==> config.mk <==
export PLATFORM = sky130hd
export DESIGN_NAME = taint_shadow_top
export DESIGN_NICKNAME = d
export VERILOG_FILES = /design/src/hdl/taint_pkg.sv /design/src/hdl/census_counter.sv /design/src/hdl/census_fsm.sv /design/src/hdl/taint_alu.sv /design/src/hdl/taint_mem.sv /design/src/hdl/taint_shadow_top.sv
export VERILOG_INCLUDE_DIRS = /design/src /design/src/hdl
export SDC_FILE = /design/constraint.sdc
export NUM_CORES = 1
export LEC_CHECK = 0
export ABC_AREA = 1
export BUFFER_PORTS_ARGS = -buffer_cell sky130_fd_sc_hd__buf_2
export CORE_UTILIZATION = 35
export DETAILED_ROUTE_END_ITERATION = 7
export GPL_TIMING_DRIVEN = 1
export PLACE_DENSITY = 0.59
export SYNTH_ARGS = -nofsm -noshare
export SYNTH_HDL_FRONTEND = slang
export SYNTH_HIERARCHICAL = 1
export SYNTH_SLANG_ARGS = --single-unit
==> constraint.sdc <==
create_clock -name pos_clk -period 4.22 [get_ports pos_clk]
set_clock_uncertainty 0.05 [all_clocks]
set_input_delay 0.422 -clock pos_clk [delete_from_list [all_inputs] [get_ports pos_clk]]
set_output_delay 0.422 -clock pos_clk [all_outputs]
set_load 0.02 [all_outputs]
==> src/hdl/taint_consts.svh <==
`ifndef TAINT_CONSTS_SVH
`define TAINT_CONSTS_SVH

// width of a value word and of its taint shadow
`define TAINT_WORD_WIDTH 8

// shadow memory geometry
`define TAINT_ADDR_BITS 4
`define TAINT_DEPTH 16

// census tally must reach the full depth
`define TAINT_COUNT_BITS 5

`endif

==> src/hdl/taint_pkg.sv <==
`default_nettype none

`include "taint_consts.svh"

package taint_pkg;

    typedef logic [`TAINT_WORD_WIDTH-1:0] word_t;
    typedef logic [`TAINT_ADDR_BITS-1:0] addr_t;
    typedef logic [`TAINT_COUNT_BITS-1:0] count_t;
    typedef logic [`TAINT_DEPTH-1:0] live_mask_t;

    // xor shares the encoding space with the default rule
    typedef enum logic [2:0] {
        ALU_AND = 3'd0,
        ALU_OR  = 3'd1,
        ALU_ADD = 3'd2,
        ALU_SUB = 3'd3,
        ALU_XOR = 3'd4
    } alu_op_e;

    // value travels with its shadow taint
    typedef struct packed {
        word_t value;
        word_t taint;
    } tword_t;

    typedef struct packed {
        alu_op_e op;
        tword_t  a;
        tword_t  b;
        logic    en_taint;
    } alu_req_t;

    typedef struct packed {
        addr_t addr;
        logic  addr_taint;
        word_t en_mask;
        word_t en_taint;
        word_t data_taint;
    } wr_req_t;

    typedef struct packed {
        addr_t addr;
        logic  addr_taint;
        logic  en_taint;
    } rd_req_t;

endpackage

`default_nettype wire

==> src/hdl/census_counter.sv <==
`default_nettype none

`include "taint_consts.svh"

module census_counter (
    input  logic               pos_clk,
    input  logic               pos_arst,
    input  logic               scan_clear,
    input  logic               scan_step,
    input  logic               entry_hit,
    output taint_pkg::addr_t   scan_index,
    output logic               scan_last,
    output taint_pkg::count_t  census_count
);

    taint_pkg::addr_t  index_q;
    taint_pkg::count_t tally_q;

    // index wraps back to zero after the last entry
    always_ff @(posedge pos_clk or posedge pos_arst) begin
        if (pos_arst) begin
            index_q <= '0;
            tally_q <= '0;
        end else if (scan_clear) begin
            index_q <= '0;
            tally_q <= '0;
        end else if (scan_step) begin
            index_q <= index_q + 1'b1;
            tally_q <= tally_q + taint_pkg::count_t'(entry_hit);
        end
    end

    assign scan_index   = index_q;
    assign scan_last    = (index_q == taint_pkg::addr_t'(`TAINT_DEPTH - 1));
    assign census_count = tally_q;

endmodule

`default_nettype wire

==> src/hdl/census_fsm.sv <==
`default_nettype none

module census_fsm (
    input  logic pos_clk,
    input  logic pos_arst,
    input  logic census_start,
    input  logic scan_last,
    output logic scan_clear,
    output logic scan_step,
    output logic census_busy,
    output logic census_done
);

    typedef enum logic [1:0] {
        ST_IDLE = 2'd0,
        ST_SCAN = 2'd1,
        ST_DONE = 2'd2
    } state_e;

    state_e state, state_next;

    always_comb begin
        state_next = state;
        case (state)
            ST_IDLE: begin
                if (census_start) begin
                    state_next = ST_SCAN;
                end
            end
            ST_SCAN: begin
                if (scan_last) begin
                    state_next = ST_DONE;
                end
            end
            ST_DONE: begin
                state_next = ST_IDLE;
            end
            default: begin
                state_next = ST_IDLE;
            end
        endcase
    end

    always_ff @(posedge pos_clk or posedge pos_arst) begin
        if (pos_arst) begin
            state <= ST_IDLE;
        end else begin
            state <= state_next;
        end
    end

    // starts outside idle are dropped
    assign scan_clear  = (state == ST_IDLE) && census_start;
    assign scan_step   = (state == ST_SCAN);
    assign census_busy = (state == ST_SCAN);
    assign census_done = (state == ST_DONE);

endmodule

`default_nettype wire

==> src/hdl/taint_alu.sv <==
`default_nettype none

module taint_alu (
    input  logic                 pos_clk,
    input  logic                 pos_arst,
    input  logic                 alu_valid,
    input  taint_pkg::alu_req_t  alu_req,
    output taint_pkg::tword_t    result,
    output logic                 result_valid
);

    taint_pkg::word_t av, at, bv, bt;
    taint_pkg::word_t y, yt;
    taint_pkg::word_t lo_sum, hi_sum;
    taint_pkg::word_t en_diff;
    taint_pkg::tword_t res_q;

    assign av = alu_req.a.value;
    assign at = alu_req.a.taint;
    assign bv = alu_req.b.value;
    assign bt = alu_req.b.taint;

    // operation value and its taint rule
    always_comb begin
        lo_sum = '0;
        hi_sum = '0;
        case (alu_req.op)
            taint_pkg::ALU_AND: begin
                y  = av & bv;
                yt = (at & bv) | (bt & av) | (at & bt);
            end
            taint_pkg::ALU_OR: begin
                y  = av | bv;
                yt = (at & ~bv) | (bt & ~av) | (at & bt);
            end
            taint_pkg::ALU_ADD: begin
                y      = av + bv;
                // tainted bits forced low, then forced high
                lo_sum = (av & ~at) + (bv & ~bt);
                hi_sum = (av | at) + (bv | bt);
                yt     = (lo_sum ^ hi_sum) | at | bt;
            end
            taint_pkg::ALU_SUB: begin
                y      = av - bv;
                lo_sum = (av & ~at) - (bv & ~bt);
                hi_sum = (av | at) - (bv | bt);
                yt     = (lo_sum ^ hi_sum) | at | bt;
            end
            default: begin
                // xor and unknown opcodes: any input taint spreads to all bits
                y  = av ^ bv;
                yt = (|{at, bt}) ? '1 : '0;
            end
        endcase
    end

    // enable is treated as always differing, so d ^ q leaks into the taint
    assign en_diff = y ^ res_q.value;

    always_ff @(posedge pos_clk or posedge pos_arst) begin
        if (pos_arst) begin
            res_q        <= '0;
            result_valid <= 1'b0;
        end else begin
            result_valid <= alu_valid;
            if (alu_valid) begin
                res_q.value <= y;
                res_q.taint <= yt | (alu_req.en_taint ? en_diff : '0);
            end else if (alu_req.en_taint) begin
                res_q.taint <= res_q.taint | en_diff;
            end
        end
    end

    assign result = res_q;

endmodule

`default_nettype wire

==> src/hdl/taint_mem.sv <==
`default_nettype none

`include "taint_consts.svh"

module taint_mem (
    input  logic                   pos_clk,
    input  logic                   pos_arst,
    input  logic                   wr_strobe,
    input  taint_pkg::wr_req_t     wr_req,
    input  logic                   rd_strobe,
    input  taint_pkg::rd_req_t     rd_req,
    output taint_pkg::word_t       rd_taint,
    output logic                   rd_valid,
    input  taint_pkg::addr_t       scan_index,
    input  taint_pkg::live_mask_t  live_mask,
    output logic                   entry_hit
);

    taint_pkg::word_t mem_taint [`TAINT_DEPTH];
    taint_pkg::word_t wr_entry;
    taint_pkg::word_t wr_addr_fill;
    taint_pkg::word_t rd_addr_fill;
    taint_pkg::word_t rd_next;
    taint_pkg::word_t rd_q;

    // a tainted address may land on any entry, so the whole word is tainted
    assign wr_addr_fill = wr_req.addr_taint ? '1 : '0;
    assign rd_addr_fill = rd_req.addr_taint ? '1 : '0;

    assign wr_entry = (wr_req.data_taint & wr_req.en_mask) | wr_addr_fill | wr_req.en_taint;

    always_ff @(posedge pos_clk or posedge pos_arst) begin
        if (pos_arst) begin
            for (int i = 0; i < `TAINT_DEPTH; i++) begin
                mem_taint[i] <= '0;
            end
        end else if (wr_strobe) begin
            mem_taint[wr_req.addr] <= wr_entry;
        end
    end

    // tainted read enable poisons the whole read word
    assign rd_next = rd_req.en_taint ? '1 : (mem_taint[rd_req.addr] | rd_addr_fill);

    // old entry on a same-edge collision
    always_ff @(posedge pos_clk) begin
        if (rd_strobe) begin
            rd_q <= rd_next;
        end
    end

    always_ff @(posedge pos_clk or posedge pos_arst) begin
        if (pos_arst) begin
            rd_valid <= 1'b0;
        end else begin
            rd_valid <= rd_strobe;
        end
    end

    assign rd_taint = rd_q;

    // census probe, bitmap liveness
    assign entry_hit = (|mem_taint[scan_index]) & live_mask[scan_index];

endmodule

`default_nettype wire

==> src/hdl/taint_shadow_top.sv <==
`default_nettype none

module taint_shadow_top (
    input  logic                   pos_clk,
    input  logic                   pos_arst,
    input  logic                   alu_valid,
    input  taint_pkg::alu_req_t    alu_req,
    input  logic                   wr_strobe,
    input  taint_pkg::wr_req_t     wr_req,
    input  logic                   rd_strobe,
    input  taint_pkg::rd_req_t     rd_req,
    input  logic                   census_start,
    input  taint_pkg::live_mask_t  live_mask,
    output taint_pkg::tword_t      result,
    output logic                   result_valid,
    output taint_pkg::word_t       rd_taint,
    output logic                   rd_valid,
    output logic                   census_busy,
    output logic                   census_done,
    output taint_pkg::count_t      census_count
);

    taint_pkg::addr_t scan_index;
    logic scan_last;
    logic scan_clear;
    logic scan_step;
    logic entry_hit;

    taint_alu taint_alu_i (
        .pos_clk      (pos_clk),
        .pos_arst     (pos_arst),
        .alu_valid    (alu_valid),
        .alu_req      (alu_req),
        .result       (result),
        .result_valid (result_valid)
    );

    taint_mem taint_mem_i (
        .pos_clk    (pos_clk),
        .pos_arst   (pos_arst),
        .wr_strobe  (wr_strobe),
        .wr_req     (wr_req),
        .rd_strobe  (rd_strobe),
        .rd_req     (rd_req),
        .rd_taint   (rd_taint),
        .rd_valid   (rd_valid),
        .scan_index (scan_index),
        .live_mask  (live_mask),
        .entry_hit  (entry_hit)
    );

    // census control and its scan datapath
    census_fsm census_fsm_i (
        .pos_clk      (pos_clk),
        .pos_arst     (pos_arst),
        .census_start (census_start),
        .scan_last    (scan_last),
        .scan_clear   (scan_clear),
        .scan_step    (scan_step),
        .census_busy  (census_busy),
        .census_done  (census_done)
    );

    census_counter census_counter_i (
        .pos_clk      (pos_clk),
        .pos_arst     (pos_arst),
        .scan_clear   (scan_clear),
        .scan_step    (scan_step),
        .entry_hit    (entry_hit),
        .scan_index   (scan_index),
        .scan_last    (scan_last),
        .census_count (census_count)
    );

endmodule

`default_nettype wire

### Word-level counts from Yosys, hierarchy flattened

Index checks and enable logic that the tools add are counted.

* div/mod/pow operators: 0
* shift-type cells: 0
* bitwise gates (word level): 37
* mux-type cells: 26
* add/subtract/negate cells: 8
* reduce and logical (&&, ||, !) cells: 9
* multipliers: 0
* eq/ne operators: 8
* order comparisons: 5

Operators with widths (number)
* $bwmux W128: 1
* $or A8 B8 Y8: 16
* $mux W8: 11
* $and A8 B8 Y8: 9
* $bmux W8 S4: 2
* $pmux W8 S4: 2
* $demux W8 S4: 1
* $not A8 Y8: 4
* $xor A8 B8 Y8: 4
* $add A8 B8 Y8: 3
* $sub A8 B8 Y8: 3
* $reduce_or A16 Y1: 1
* $ge A5 B5 Y1 const B: 3
* $not A4 Y5: 3
* $mux W5: 2
* $mux W4: 2
* $reduce_or A8 Y1: 1
* $eq A3 B2 Y1 const B: 2
* $add A5 B1 Y5: 1
* $lt A4 B5 Y1 const B: 1
* $lt A5 B1 Y1 const B: 1
* $add A4 B1 Y4 const B: 1
* $bmux W1 S4: 1
* $eq A4 B4 Y1 const B: 1
* other kinds (14): 17

* RAM bits: 0
* bits in registers: 165
* bits in latches: 0
* ROM bits: 0
* input port bits: 93
* memories kept: 0
* logic and storage cells: 117
* output and inout port bits: 33

### Longest topological paths before layout

Gate-level depths: netlist of run 1.

* depth in word-level cells: 9
* gate-level depth with buffers: 20
* depth with buffers taken out: 19

### Modules after synthesis

Netlist of run 1, hierarchy kept.

Modules (own cells, without submodules)
* taint_mem: area each 7065.5 um2, instances 1, seq. area each 3468.3 um2, cells each 933
* taint_alu: area each 3947.5 um2, instances 1, seq. area each 425.4 um2, cells each 655
* census_counter: area each 476.7 um2, instances 1, seq. area each 225.2 um2, cells each 59
* census_fsm: area each 103.8 um2, instances 1, seq. area each 50.0 um2, cells each 15

### Worst setup path before layout of run 1

Ideal clock, no wire load.

* path type: input to register
* start: input port alu_req[35] in the netlist's numbering
* end: register taint_alu_i.res_q (netlist bit taint_alu_i/result[7])
* required time: 4.054 ns
* arrival time: 2.245 ns
* stages: 19
* library setup time: 0.116 ns
* slack: 1.808 ns
* path through: buf_6 inv_6 nand2_4 nor2_8 inv_6 nand2_1 xor2_1 inv_1 ha_1 a21oi_1 nor2_1 nor2b_1 nand2_1 nand3_1 nand3_2 nand2_2 nand2_1 nand3_1 nand2_1

* word-level cells in the longest chain between the ends: 6
* elaborated cells on any way between the ends: 12

RTL lines
* from (decl): line taint_shadow_top.sv:7 `input taint_pkg::alu_req_t alu_req,`
* $eq A3 B2 Y1 (tied with other cells): line taint_alu.sv:27 `case (alu_req.op)`
* $pmux W8 S4: line taint_alu.sv:27
* $xor A8 B8 Y8: line taint_alu.sv:58 `assign en_diff = y ^ res_q.value;`
* $or A8 B8 Y8 or $mux W8 (tied branches): line taint_alu.sv:70, taint_alu.sv:68
* $mux W8 or $or A8 B8 Y8 (tied branches): line taint_alu.sv:69, taint_alu.sv:68
* $mux W8 *: line taint_alu.sv:66 `if (alu_valid) begin`
* to (decl): line taint_alu.sv:16 `taint_pkg::tword_t res_q;`

Every way passes the cells marked *; elsewhere a longest branch is shown, timed or not. The select of a mux whose other input is x is not followed.
A chain may end at the register's enable or synchronous reset.

### Final worst setup path of run 1

* start: register census_counter_i.index_q[0], in the netlist census_counter_i/scan_index[0]
* end: register census_counter_i.tally_q[4], in the netlist census_counter_i/census_count[4]

* word-level cells in the longest chain between the ends: 9
* elaborated cells on any way between the ends: 11

RTL lines
* from (decl): line census_counter.sv:16 `taint_pkg::addr_t index_q;`
* from (signal assigned): line census_counter.sv:28 `index_q <= index_q + 1'b1;`
* $not A4 Y5 (not written as such): line taint_mem.sv:63 `assign entry_hit = (|mem_taint[scan_index]) & live_mask[scan_index];`
* $bmux W8 S4: line taint_mem.sv:63
* $mux W8 (not written as such) (2 in series): line taint_mem.sv:63
* $reduce_or A8 Y1: line taint_mem.sv:63
* $and A1 B1 Y1 *: line taint_mem.sv:63
* net entry_hit: line taint_shadow_top.sv:27 `logic entry_hit;`
* $add A5 B1 Y5 *: line census_counter.sv:29 `tally_q <= tally_q + taint_pkg::count_t'(entry_hit);`
* $mux W5 *: line census_counter.sv:27 `end else if (scan_step) begin`
* $mux W5 *: line census_counter.sv:24 `end else if (scan_clear) begin`
* to (signal assigned): line census_counter.sv:29
* to (decl): line census_counter.sv:17 `taint_pkg::count_t tally_q;`

The timed path passes the listed nets; every way through them passes the cells marked *. The select of a mux whose other input is x is not followed.

==> out/qor.yml, run 1 <==
yosys:
  syn_avg_cell_area_um2: 6.98
  synthTopCellsByCount: "nand2_1, inv_1, nor2_1"
  ys_warn_count: 6
  synth_most_common_cell: "nand2_1"
  synthArstFlopShare_pct: 95.2
  synth.area.top_cells: "dfrtp_1, nand2_1, o21ai_0"
  synthCells: 1662
  ys_ff_latch: 165
  netlist-cell-type-count: 55
  synthFlopType: "dfrtp_1"
  yosysSeqAreaShare_pct: 36.0
  yosysTopAreaCell: "dfrtp_1"
  synth_edf_count: 8
  synth_area_um2: 11600
  mappedNetlistNets: 1815
  synth_top_area_share_pct: 33.9
global_route:
  grt_pass1_vias: 10500
  grt_max_degree: 114
  grt_overflow: 0
  gr-usage-all-layers_pct: 22.2
  grt_pass1_wl_um: 57700
  antenna_found_initial: 4
power_and_ir_drop:
  leakagePower_nw: 6.56
  p_total_mw: 5.56
  p_per_area_nw_per_um2: 423
  ir_worst_vdd_v: 0.000285
worst_setup_path:
  crit_fanout: 25
  cp-start-kind: "flop"
  cpMostUsedCell: "nand3_1"
  arrival_ns: 3.22
  required_ns: 4.49
  critPathCaptureType: "flop"
  cp_slowest_cell: "dfrtp_1"
  cp_cell_sequence: "inv_2 > nor3_1 > nand3_1 > nand3_1 > nand3_1 > nand3_1 > nand2_1 > ha_1 > ha_1 > inv_1 > nor2_2 > a21oi_1 > nor2_1"
  max_stage_delay_ns: 0.94
  crit_type: "flop to flop"
outcome:
  status: "complete, no violations"
floorplan:
  ios: 126
  rows: 66
  dieArea_um2: 33900
  die_h_um: 184
  die_w_um: 184
  start_util_pct: 35.6
  core-area_um2: 32500
timing:
  timing.final.ws_setup_ns: 1.28
  rsz0062_at_grt: "false"
  finalHoldViolations: 0
  setup-violations-final: 0
  fmax_mhz: 340
  worstMarginPinSlew_ns: 1.08
  fin_crit_ns: 2.94
  max_slew_margin_pct: 28.2
  setup_tns_ns: 0
  min_period_over_period_pct: 69.7
  slew_violations: 0
  hold_slack_ns: 0.157
cells_and_area:
  drive_above_1_share_pct: 12.5
  syn_to_final_growth_pct: 13.3
  fin_cells: 2213
  final_area_um2: 13100
  num-nets-final: 1909
  fin_util_pct: 40.4
worst_hold_path:
  hp-class: "primary input to flop"
route:
  routed_wl_um: 37200
  drt-wirelength-per-cell_um: 16.8
  drtPass1Iterations: 5
  via_per_inst: 5.13
  vias: 11400
  ant_nets: 0
  drcViolationCount: 0
  drt_iter0_drc: 1081
clocking:
  clock_latency_ns: 0.44
  cts.clk_slew.worst_paths_ns: 0.07
  h-tree-depth: 4
  cts_tree: "done"
  clockRootBuffer: "clkbuf_16"
  cts.path.max_buffers: 2
  numCtsBuffers: 17
  cts.sinks: 165
placement:
  gp_congestion: 0.952
  place_ws_ns: 1.36
  dp_cells: 2178
  io_buffers: 125
  dpl.hpwl_um: 27600
  place_area_um2: 12600
flow_run:
  max-cap-violations: 0
[state kept, by name, summed over array words and instances (netlist names)]
| register | flops |
|---|---|
| taint_mem_i/mem_taint | 128 |
| taint_alu_i/result | 16 |
| taint_mem_i/rd_taint | 8 |
| census_counter_i/census_count | 5 |
| census_counter_i/scan_index | 4 |
| census_fsm_i/state | 2 |
| taint_alu_i/result_valid | 1 |
| taint_mem_i/rd_valid | 1 |
[kinds of logic (layout without fill, tap and decap cells)]
| family | Yosys count | after routing | synth area share [%] |
|---|---|---|---|
| buffers and inverters | 293 | 400 | 10.2 |
| XOR/XNOR | 19 | 19 | 1.50 |
| other | 0 | 2 | 0 |
| adder cells (fa/ha/maj) | 60 | 60 | 6.80 |
| flip-flops | 165 | 165 | 36.0 |
| AND/OR/NAND/NOR | 796 | 796 | 29.7 |
| AO/OA/AOI/OAI | 329 | 329 | 15.8 |
[final timing paths]
| kind | from | end | slack (ns) | cells after the start |
|---|---|---|---|---|
| hold reg to reg | taint_mem_i/mem_taint[37] | taint_mem_i/mem_taint[37] | 0.44 | 2 |
| min in group asynchronous | pos_arst | census_fsm_i/state[0] | 0.38 | 3 |
| hold / removal | census_start | census_fsm_i/state[0] | 0.16 | 3 |
| setup reg to reg | census_counter_i/scan_index[0] | census_counter_i/census_count[4] | 1.28 | 13 |
| setup / recovery | census_counter_i/scan_index[0] | census_counter_i/census_count[4] | 1.28 | 13 |
| max in group asynchronous | pos_arst | taint_mem_i/mem_taint[114] | 2.59 | 4 |
[repair_timing]
item | CTS | global route
endpoints found under the hold margin | 11 | 0
buffers inserted | 0 | 0
hold buffers | 1 | 0
gates resized for setup | 0 | 0
[critical path: cells and delay by family (launching register included)]
family	cells	cell delay, ns
flops	1	0.94
simple gates	8	0.86
buf+inv	2	0.44
fa+ha+maj	2	0.42
compound gates	1	0.13
[placed cells by master (no fill, tap or decap), drive strengths merged]
cell type	Yosys	final
nor4	3	3
a31oi	5	5
xnor2	3	3
nor2	186	186
xor2	16	16
dlygate4sd3	0	1
diode	0	2
ha	55	55
nand3b	2	2
fa	5	5
nor3	14	14
o211ai	35	35
dfrtp	157	157
clkbuf	15	19
nand2	393	393
inv	229	239
o2111ai	1	1
and2	2	2
nor2b	1	1
nand4	13	13
nand3	166	166
a221oi	1	1
o2bb2ai	2	2
clkinv	5	7
a22o	1	1
o22ai	3	3
a21oi	97	97
a211oi	2	2
o221ai	1	1
o21bai	3	3
o31ai	4	4
clkinvlp	0	1
edfxtp	8	8
buf	44	133
and3	1	1
o21ai	173	173
a21o	1	1
or2	15	15
[routing by layer]
layer	track usage [%]	vias to the layer above	wire length, um
met1	30.8	5285	16900
met4	6.50	4	812
met5	0	-	22
li1	-	5579	-
met3	4.12	49	2770
met2	34.9	440	16600
[area by class of cell]
class	count	area (um^2)
Timing Repair Buffer	134	711
Fill cell	3467	19400
Sequential cell	165	4170
Tap cell	442	553
Inverter	234	891
Clock buffer	19	443
Antenna cell	2	5.00
Multi-Input combinational cell	1204	6240
Clock inverter	13	130
[power breakdown]
group | internal, mW | switching, mW
clock network | 0.803 | 0.735
logic | 0.615 | 1.14
registers | 1.94 | 0.325
No activity file was read; power rests on OpenSTA's default activity.
==> inputs of run 2 (changes only) <==
==> constraint.sdc (replaced) <==
create_clock -name pos_clk -period 2.85 [get_ports pos_clk]
set_clock_uncertainty 0.05 [all_clocks]
set_input_delay 0.285 -clock pos_clk [delete_from_list [all_inputs] [get_ports pos_clk]]
set_output_delay 0.285 -clock pos_clk [all_outputs]
set_load 0.02 [all_outputs]
==> run 2 against run 1 <==
  * Via count increased by 1.5%
  * Hold slack got worse by 0.13 ns
  * Flip-flop and latch count unchanged
  * Wire length increased by 3.5%
  * Register-to-register slack got worse by 0.80 ns
  * Critical path type unchanged
  * Cell area increased by 2.2%
  * Largest power group unchanged
  * Non-clock buffer count increased by 34
  * Utilization increased by 0.88 points
  * Worst setup slack got worse by 0.80 ns
==> out/qor.yml, run 2 (synthesis gave the netlist of run 1 again) <==
floorplan:
  die_w_um: 184  # unchanged
  start_util_pct: 35.6  # unchanged
  rows: 66  # unchanged
  ios: 126  # unchanged
  dieArea_um2: 33900  # unchanged
  core-area_um2: 32500  # unchanged
  die_h_um: 184  # unchanged
timing:
  finalHoldViolations: 0  # unchanged
  rsz0062_at_grt: "false"
  min_period_over_period_pct: 83.2  # +13 points
  fmax_mhz: 422  # +24%
  setup_tns_ns: 0  # unchanged
  setup-violations-final: 0  # unchanged
  fin_crit_ns: 2.37  # -0.573 ns
  max_slew_margin_pct: 36.7  # +8.4 points
  hold_slack_ns: 0.0295  # -0.128 ns
  worstMarginPinSlew_ns: 0.946  # -0.130 ns
  timing.final.ws_setup_ns: 0.480  # -0.797 ns
  slew_violations: 0  # unchanged
route:
  via_per_inst: 5.13  # about the same
  drtPass1Iterations: 5  # unchanged
  vias: 11500  # +1.5%
  drt_iter0_drc: 1017  # -5.9%
  ant_nets: 0  # unchanged
  drt-wirelength-per-cell_um: 17.1  # +2.0%
  routed_wl_um: 38500  # +3.5%
  drcViolationCount: 0  # unchanged
placement:
  gp_congestion: 0.989  # +4.0%
  place_ws_ns: 0.161  # -1.20 ns
  dp_cells: 2212  # +1.6%
  io_buffers: 125  # unchanged
  dpl.hpwl_um: 29200  # +5.6%
worst_setup_path:
  crit_fanout: 24  # -4.0%
  critPathCaptureType: "flop"
  crit_type: "flop to flop"
  required_ns: 3.12  # -1.37 ns
  cp-start-kind: "flop"
  arrival_ns: 2.64  # -0.58 ns
clocking:
  numCtsBuffers: 17  # unchanged
  cts.clk_slew.worst_paths_ns: 0.07  # about the same
  clock_latency_ns: 0.44  # about the same
  cts.path.max_buffers: 2  # unchanged
  clockRootBuffer: "clkbuf_16"
  h-tree-depth: 4  # unchanged
  cts_setup_buffers: 0  # unchanged
  cts_tree: "done"
  cts.sinks: 165  # unchanged
power_and_ir_drop:
  pwr-share-clk_pct: 27.9  # +0.2 points
  p_per_area_nw_per_um2: 632  # +49%
  p_comb_share_pct: 34.0  # +2.5 points
  ir_worst_vdd_v: 0.000488  # +71%
  intPower_mw: 5.19  # +54%
  switching_share_pct: 38.8  # -0.76 points
  leakagePower_nw: 6.74  # +2.7%
  p_sw_mw: 3.29  # +50%
  p_total_mw: 8.48  # +53%
  seqPwrFrac_pct: 38.1  # -2.7 points
cells_and_area:
  num-nets-final: 1943  # +1.8%
  mostFrequentLayoutCells: "nand2_1, inv_1, nor2_1"
  drive_above_1_share_pct: 14.1  # +1.7 points
  largest_reg_flops: 128  # unchanged
  fin_cells: 2245  # +1.4%
  layout_commonest_cell: "nand2_1"
  syn_to_final_growth_pct: 15.8
  diodes: 0  # -2
  regMostFlops: "taint_mem_i/mem_taint"
global_route:
  antenna_found_initial: 0  # -4
  gr-usage-all-layers_pct: 23.1  # +0.94 points
  grt_overflow: 0  # unchanged
  grt_max_degree: 130  # +14%
  grt_pass1_vias: 10800  # +2.6%
  grt_pass1_wl_um: 59900  # +3.9%
flow_run:
  max-cap-violations: 0  # unchanged
outcome:
  status: "complete, no violations"
worst_hold_path:
  hp-class: "primary input to flop"
-- run 2: cell count changes in the layout (fill, tap and decap cells not counted) --
cell | previous run | this run
clkbuf_8 | 1 | 0
clkinv_4 | 1 | 3
inv_8 | 4 | 2
clkinv_2 | 0 | 1
buf_4 | 8 | 41
inv_4 | 1 | 0
buf_12 | 1 | 2
diode_2 | 2 | 0
clkinvlp_4 | 1 | 2
bufinv_16 | 0 | 2
clkinv_8 | 1 | 0
inv_6 | 8 | 7
-- run 2: path summary, 6_finish.rpt --
kind | startpoint | end | slack (ns) | depth (start not counted)
worst min register to register | taint_mem_i/mem_taint[51] | taint_mem_i/mem_taint[51] | 0.44 | 2
worst max-delay path | census_counter_i/scan_index[0] | census_counter_i/census_count[4] | 0.48 | 14
min in group asynchronous | pos_arst | census_fsm_i/state[1] | 0.24 | 3
max in group asynchronous | pos_arst | taint_mem_i/mem_taint[27] | 1.64 | 4
worst max register to register | census_counter_i/scan_index[0] | census_counter_i/census_count[4] | 0.48 | 14
worst min-delay path | census_start | census_fsm_i/state[0] | 0.03 | 3
-- run 2: critical path, stage by stage (launching register included) --
cell and delay (ns):
dfrtp_1 0.39, buf_4 0.24, or2_2 0.30, o21ai_0 0.16
nand2_1 0.07, nand2_1 0.08, nand3_1 0.07, nand3_1 0.08
nand2_1 0.11, ha_1 0.23, ha_1 0.20, inv_1 0.07
nor2_2 0.04, a21oi_1 0.12, nor2_1 0.06
-- run 2: power by group through the flow --
stage                     Combinational (mW)  Sequential, mW  Clock (mW)
after global routing                    3.24            3.30        2.51
after detailed placement                2.85            3.26           0
after floorplan                         1.86            3.27           0
final                                   2.88            3.23        2.37
after CTS                               2.86            3.23        2.41
after global placement                  2.82            3.25           0
-- run 2: per-stage QoR --
stage               util, %  cell area [um^2]
floorplan                 -             11600
global placement       39.4             12800
detailed placement     39.4             12800
CTS                    41.3             13400
global route           41.3             13400
finish                 41.3             13400
-- run 2: timing repair --
item	in CTS	in global routing
hold buffers	1	0
hold endpoints to repair	28	0
gates resized for setup	0	0
-- run 2: layer usage --
metal,GRT usage [%],part of all wire [%]
met1,34.2,48
met2,35.4,44
met5,0,0
met3,3.45,6.9
met4,4.63,1.1
-- run 2: final cells by class --
type	count	area [um^2]
flip-flops and latches	165	4170
clock buffers	18	429
inverters	234	892
multi-input cells	1204	6240
well taps	442	553
repair buffers	168	978
fillers	3448	19100
clock inverters	14	165
==> inputs of run 3 (changes only) <==
==> constraint.sdc (replaced) <==
create_clock -name pos_clk -period 2.4 [get_ports pos_clk]
set_clock_uncertainty 0.05 [all_clocks]
set_input_delay 0.24 -clock pos_clk [delete_from_list [all_inputs] [get_ports pos_clk]]
set_output_delay 0.24 -clock pos_clk [all_outputs]
set_load 0.02 [all_outputs]
==> run 3 against run 2 <==
  * Count of clock-buffer cells in the layout decreased by 1
  * Global-route usage increased by 0.77 points
  * Combinational power increased by 26%
  * Clock power increased by 23%
  * Maximum frequency increased by 6.1%
  * Wire length increased by 2.5%
  * Sequential share of layout area decreased by 1.4 points
  * Cell count increased by 3.2%
  * Critical path depth decreased by 1
  * Non-clock buffer count increased by 71
  * Register-to-register slack got worse by 0.31 ns
  * Cell area increased by 4.6%
  * Largest power group unchanged
==> out/qor.yml, run 3 (synthesis gave the netlist of run 1 again) <==
timing:
  min_period_over_period_pct: 93.1  # +9.9 points
  fin_crit_ns: 2.23  # -0.137 ns
  finalHoldViolations: 0  # unchanged
  setup-violations-final: 0  # unchanged
  fmax_mhz: 448  # +6.1%
  worstMarginPinSlew_ns: 0.906  # -0.0404 ns
  hold_slack_ns: 0.102  # +0.0724 ns
  setup_tns_ns: 0  # unchanged
  max_slew_margin_pct: 39.4  # +2.7 points
  slew_violations: 0  # unchanged
global_route:
  grt_pass1_vias: 11200  # +3.4%
  antenna_found_initial: 0  # unchanged
  gr-usage-all-layers_pct: 23.9  # +0.77 points
  grt_overflow: 0  # unchanged
  grt_pass1_wl_um: 61400  # +2.5%
  grt_max_degree: 73  # -44%
clocking:
  clockRootBuffer: "clkbuf_16"
  cts.clk_slew.worst_paths_ns: 0.07  # about the same
  cts_tree: "done"
  cts.path.max_buffers: 2  # unchanged
  h-tree-depth: 4  # unchanged
  clock_latency_ns: 0.44  # about the same
  numCtsBuffers: 17  # unchanged
  cts.sinks: 165  # unchanged
cells_and_area:
  mostFrequentLayoutCells: "nand2_1, inv_1, nor2_1"
  final_area_um2: 14000  # +4.6%
  syn_to_final_growth_pct: 21.2
  diodes: 0  # unchanged
  layout_commonest_cell: "nand2_1"
  regMostFlops: "taint_mem_i/mem_taint"
  drive_above_1_share_pct: 17.8  # +3.7 points
  largest_reg_flops: 128  # unchanged
  num-nets-final: 2014  # +3.7%
power_and_ir_drop:
  p_per_area_nw_per_um2: 742  # +18%
  leakagePower_nw: 7.09  # +5.2%
  ir_worst_vdd_v: 0.000599  # +23%
floorplan:
  dieArea_um2: 33900  # unchanged
  start_util_pct: 35.6  # unchanged
  core-area_um2: 32500  # unchanged
  rows: 66  # unchanged
  ios: 126  # unchanged
  die_w_um: 184  # unchanged
  die_h_um: 184  # unchanged
worst_setup_path:
  r2r-end: "census_counter_i/census_count[4]"
  crit_fanout: 8  # -67%
  rr_startpoint: "census_counter_i/scan_index[1]"
  r2r_cells: 13  # -1
  cp-start-kind: "flop"
  required_ns: 2.72  # -0.40 ns
  crit_type: "flop to flop"
  arrival_ns: 2.55  # -0.09 ns
  r2r_slack_ns: 0.17  # -0.31 ns
  critPathCaptureType: "flop"
placement:
  dpl.hpwl_um: 30300  # +3.9%
  io_buffers: 125  # unchanged
  place_area_um2: 13300  # +4.1%
  gp_congestion: 0.957  # -3.3%
route:
  drt-wirelength-per-cell_um: 17.0  # -0.67%
  routed_wl_um: 39400  # +2.5%
  drtPass1Iterations: 5  # unchanged
  drcViolationCount: 0  # unchanged
  vias: 11800  # +2.0%
  drt_iter0_drc: 941  # -7.5%
  via_per_inst: 5.08  # -1.1%
  ant_nets: 0  # unchanged
worst_hold_path:
  hp-class: "primary input to flop"
  hold_start: "alu_req[0]"
  hold_path_end: "taint_alu_i/result[7]"
  hold_depth: 3  # unchanged
flow_run:
  max-cap-violations: 0  # unchanged
outcome:
  status: "complete, no violations"
[run 3: cell types whose count changed in the layout (fill, tap and decap cells not counted), moves of 2 or more]
cell	change
buf_4	+67
nand2_1	-3
nand2_2	+3
buf_12	+2
clkinvlp_4	+2
dlygate4sd3_1	+2
nand3_1	-2
nand3_2	+2
[run 3: metal layers]
metal | share of wire [%] | GRT usage (%) | vias up
li1 | - | - | 5787
met1 | 47 | 33.2 | 5468
met2 | 44 | 37.5 | 428
met3 | 6.1 | 3.09 | 73
met4 | 3.1 | 9.20 | 0
met5 | 0 | 0 | -
[run 3: cell type report]
cell class | count | area, um^2
clock buffer | 17 | 425
clock inverter | 15 | 191
fill | 3439 | 18500
inverter | 234 | 897
multi-input combinational | 1204 | 6270
sequential | 165 | 4170
tap | 442 | 553
timing repair buffer | 239 | 1540
[run 3: repair_timing]
action                     4_1_cts  5_1_grt
resized for setup                0       14
hold endpoints to repair        54        0
setup endpoints to repair        0        4
hold buffers                     3        0
setup buffers                    0        3
[run 3: metrics by stage]
stage	setup slack (ns)	utilization, %	total power, mW	std cells
floorplan	0.170	-	6.08	1662
global placement	-0.213	41.0	7.37	2278
detailed placement	-0.177	41.0	7.43	2278
CTS	0.0104	43.0	10.4	2313
global route	-0.00354	43.2	11.1	2316
finish	0.167	43.2	10.4	2316
[run 3: power by group]
part           switching [mW]  leakage [nW]  total (mW)  internal (mW)
clock network            1.25         0.293        2.92           1.67
logic                    2.26          4.91        3.63           1.37
registers               0.461          1.89        3.88           3.42
[run 3: worst max path at each step]
| stage | from | to | slack (ns) | cells past startpoint |
|---|---|---|---|---|
| 2_1_floorplan | alu_req[35] | taint_alu_i/result[7] | 0.17 | 19 |
| 3_3_place_gp | alu_req[9] | taint_alu_i/result[4] | -0.21 | 16 |
| 6_report | census_counter_i/scan_index[1] | census_counter_i/census_count[4] | 0.17 | 13 |
| 3_5_place_dp | alu_req[9] | taint_alu_i/result[4] | -0.18 | 16 |
| 4_1_cts | census_counter_i/scan_index[0] | census_counter_i/census_count[4] | 0.01 | 16 |
| 5_1_grt | census_counter_i/scan_index[0] | census_counter_i/census_count[4] | -0.004 | 17 |
[run 3: critical path, stage by stage (launching register included)]
cell	delay, ns
dfrtp_1	0.37
inv_1	0.36
nand3_1	0.15
a21oi_1	0.25
nor2_1	0.08
nand3_1	0.12
nand2_2	0.09
ha_2	0.19
ha_1	0.19
inv_1	0.07
nor2_2	0.05
nand3_1	0.07
nand2_1	0.05
nor2_1	0.08
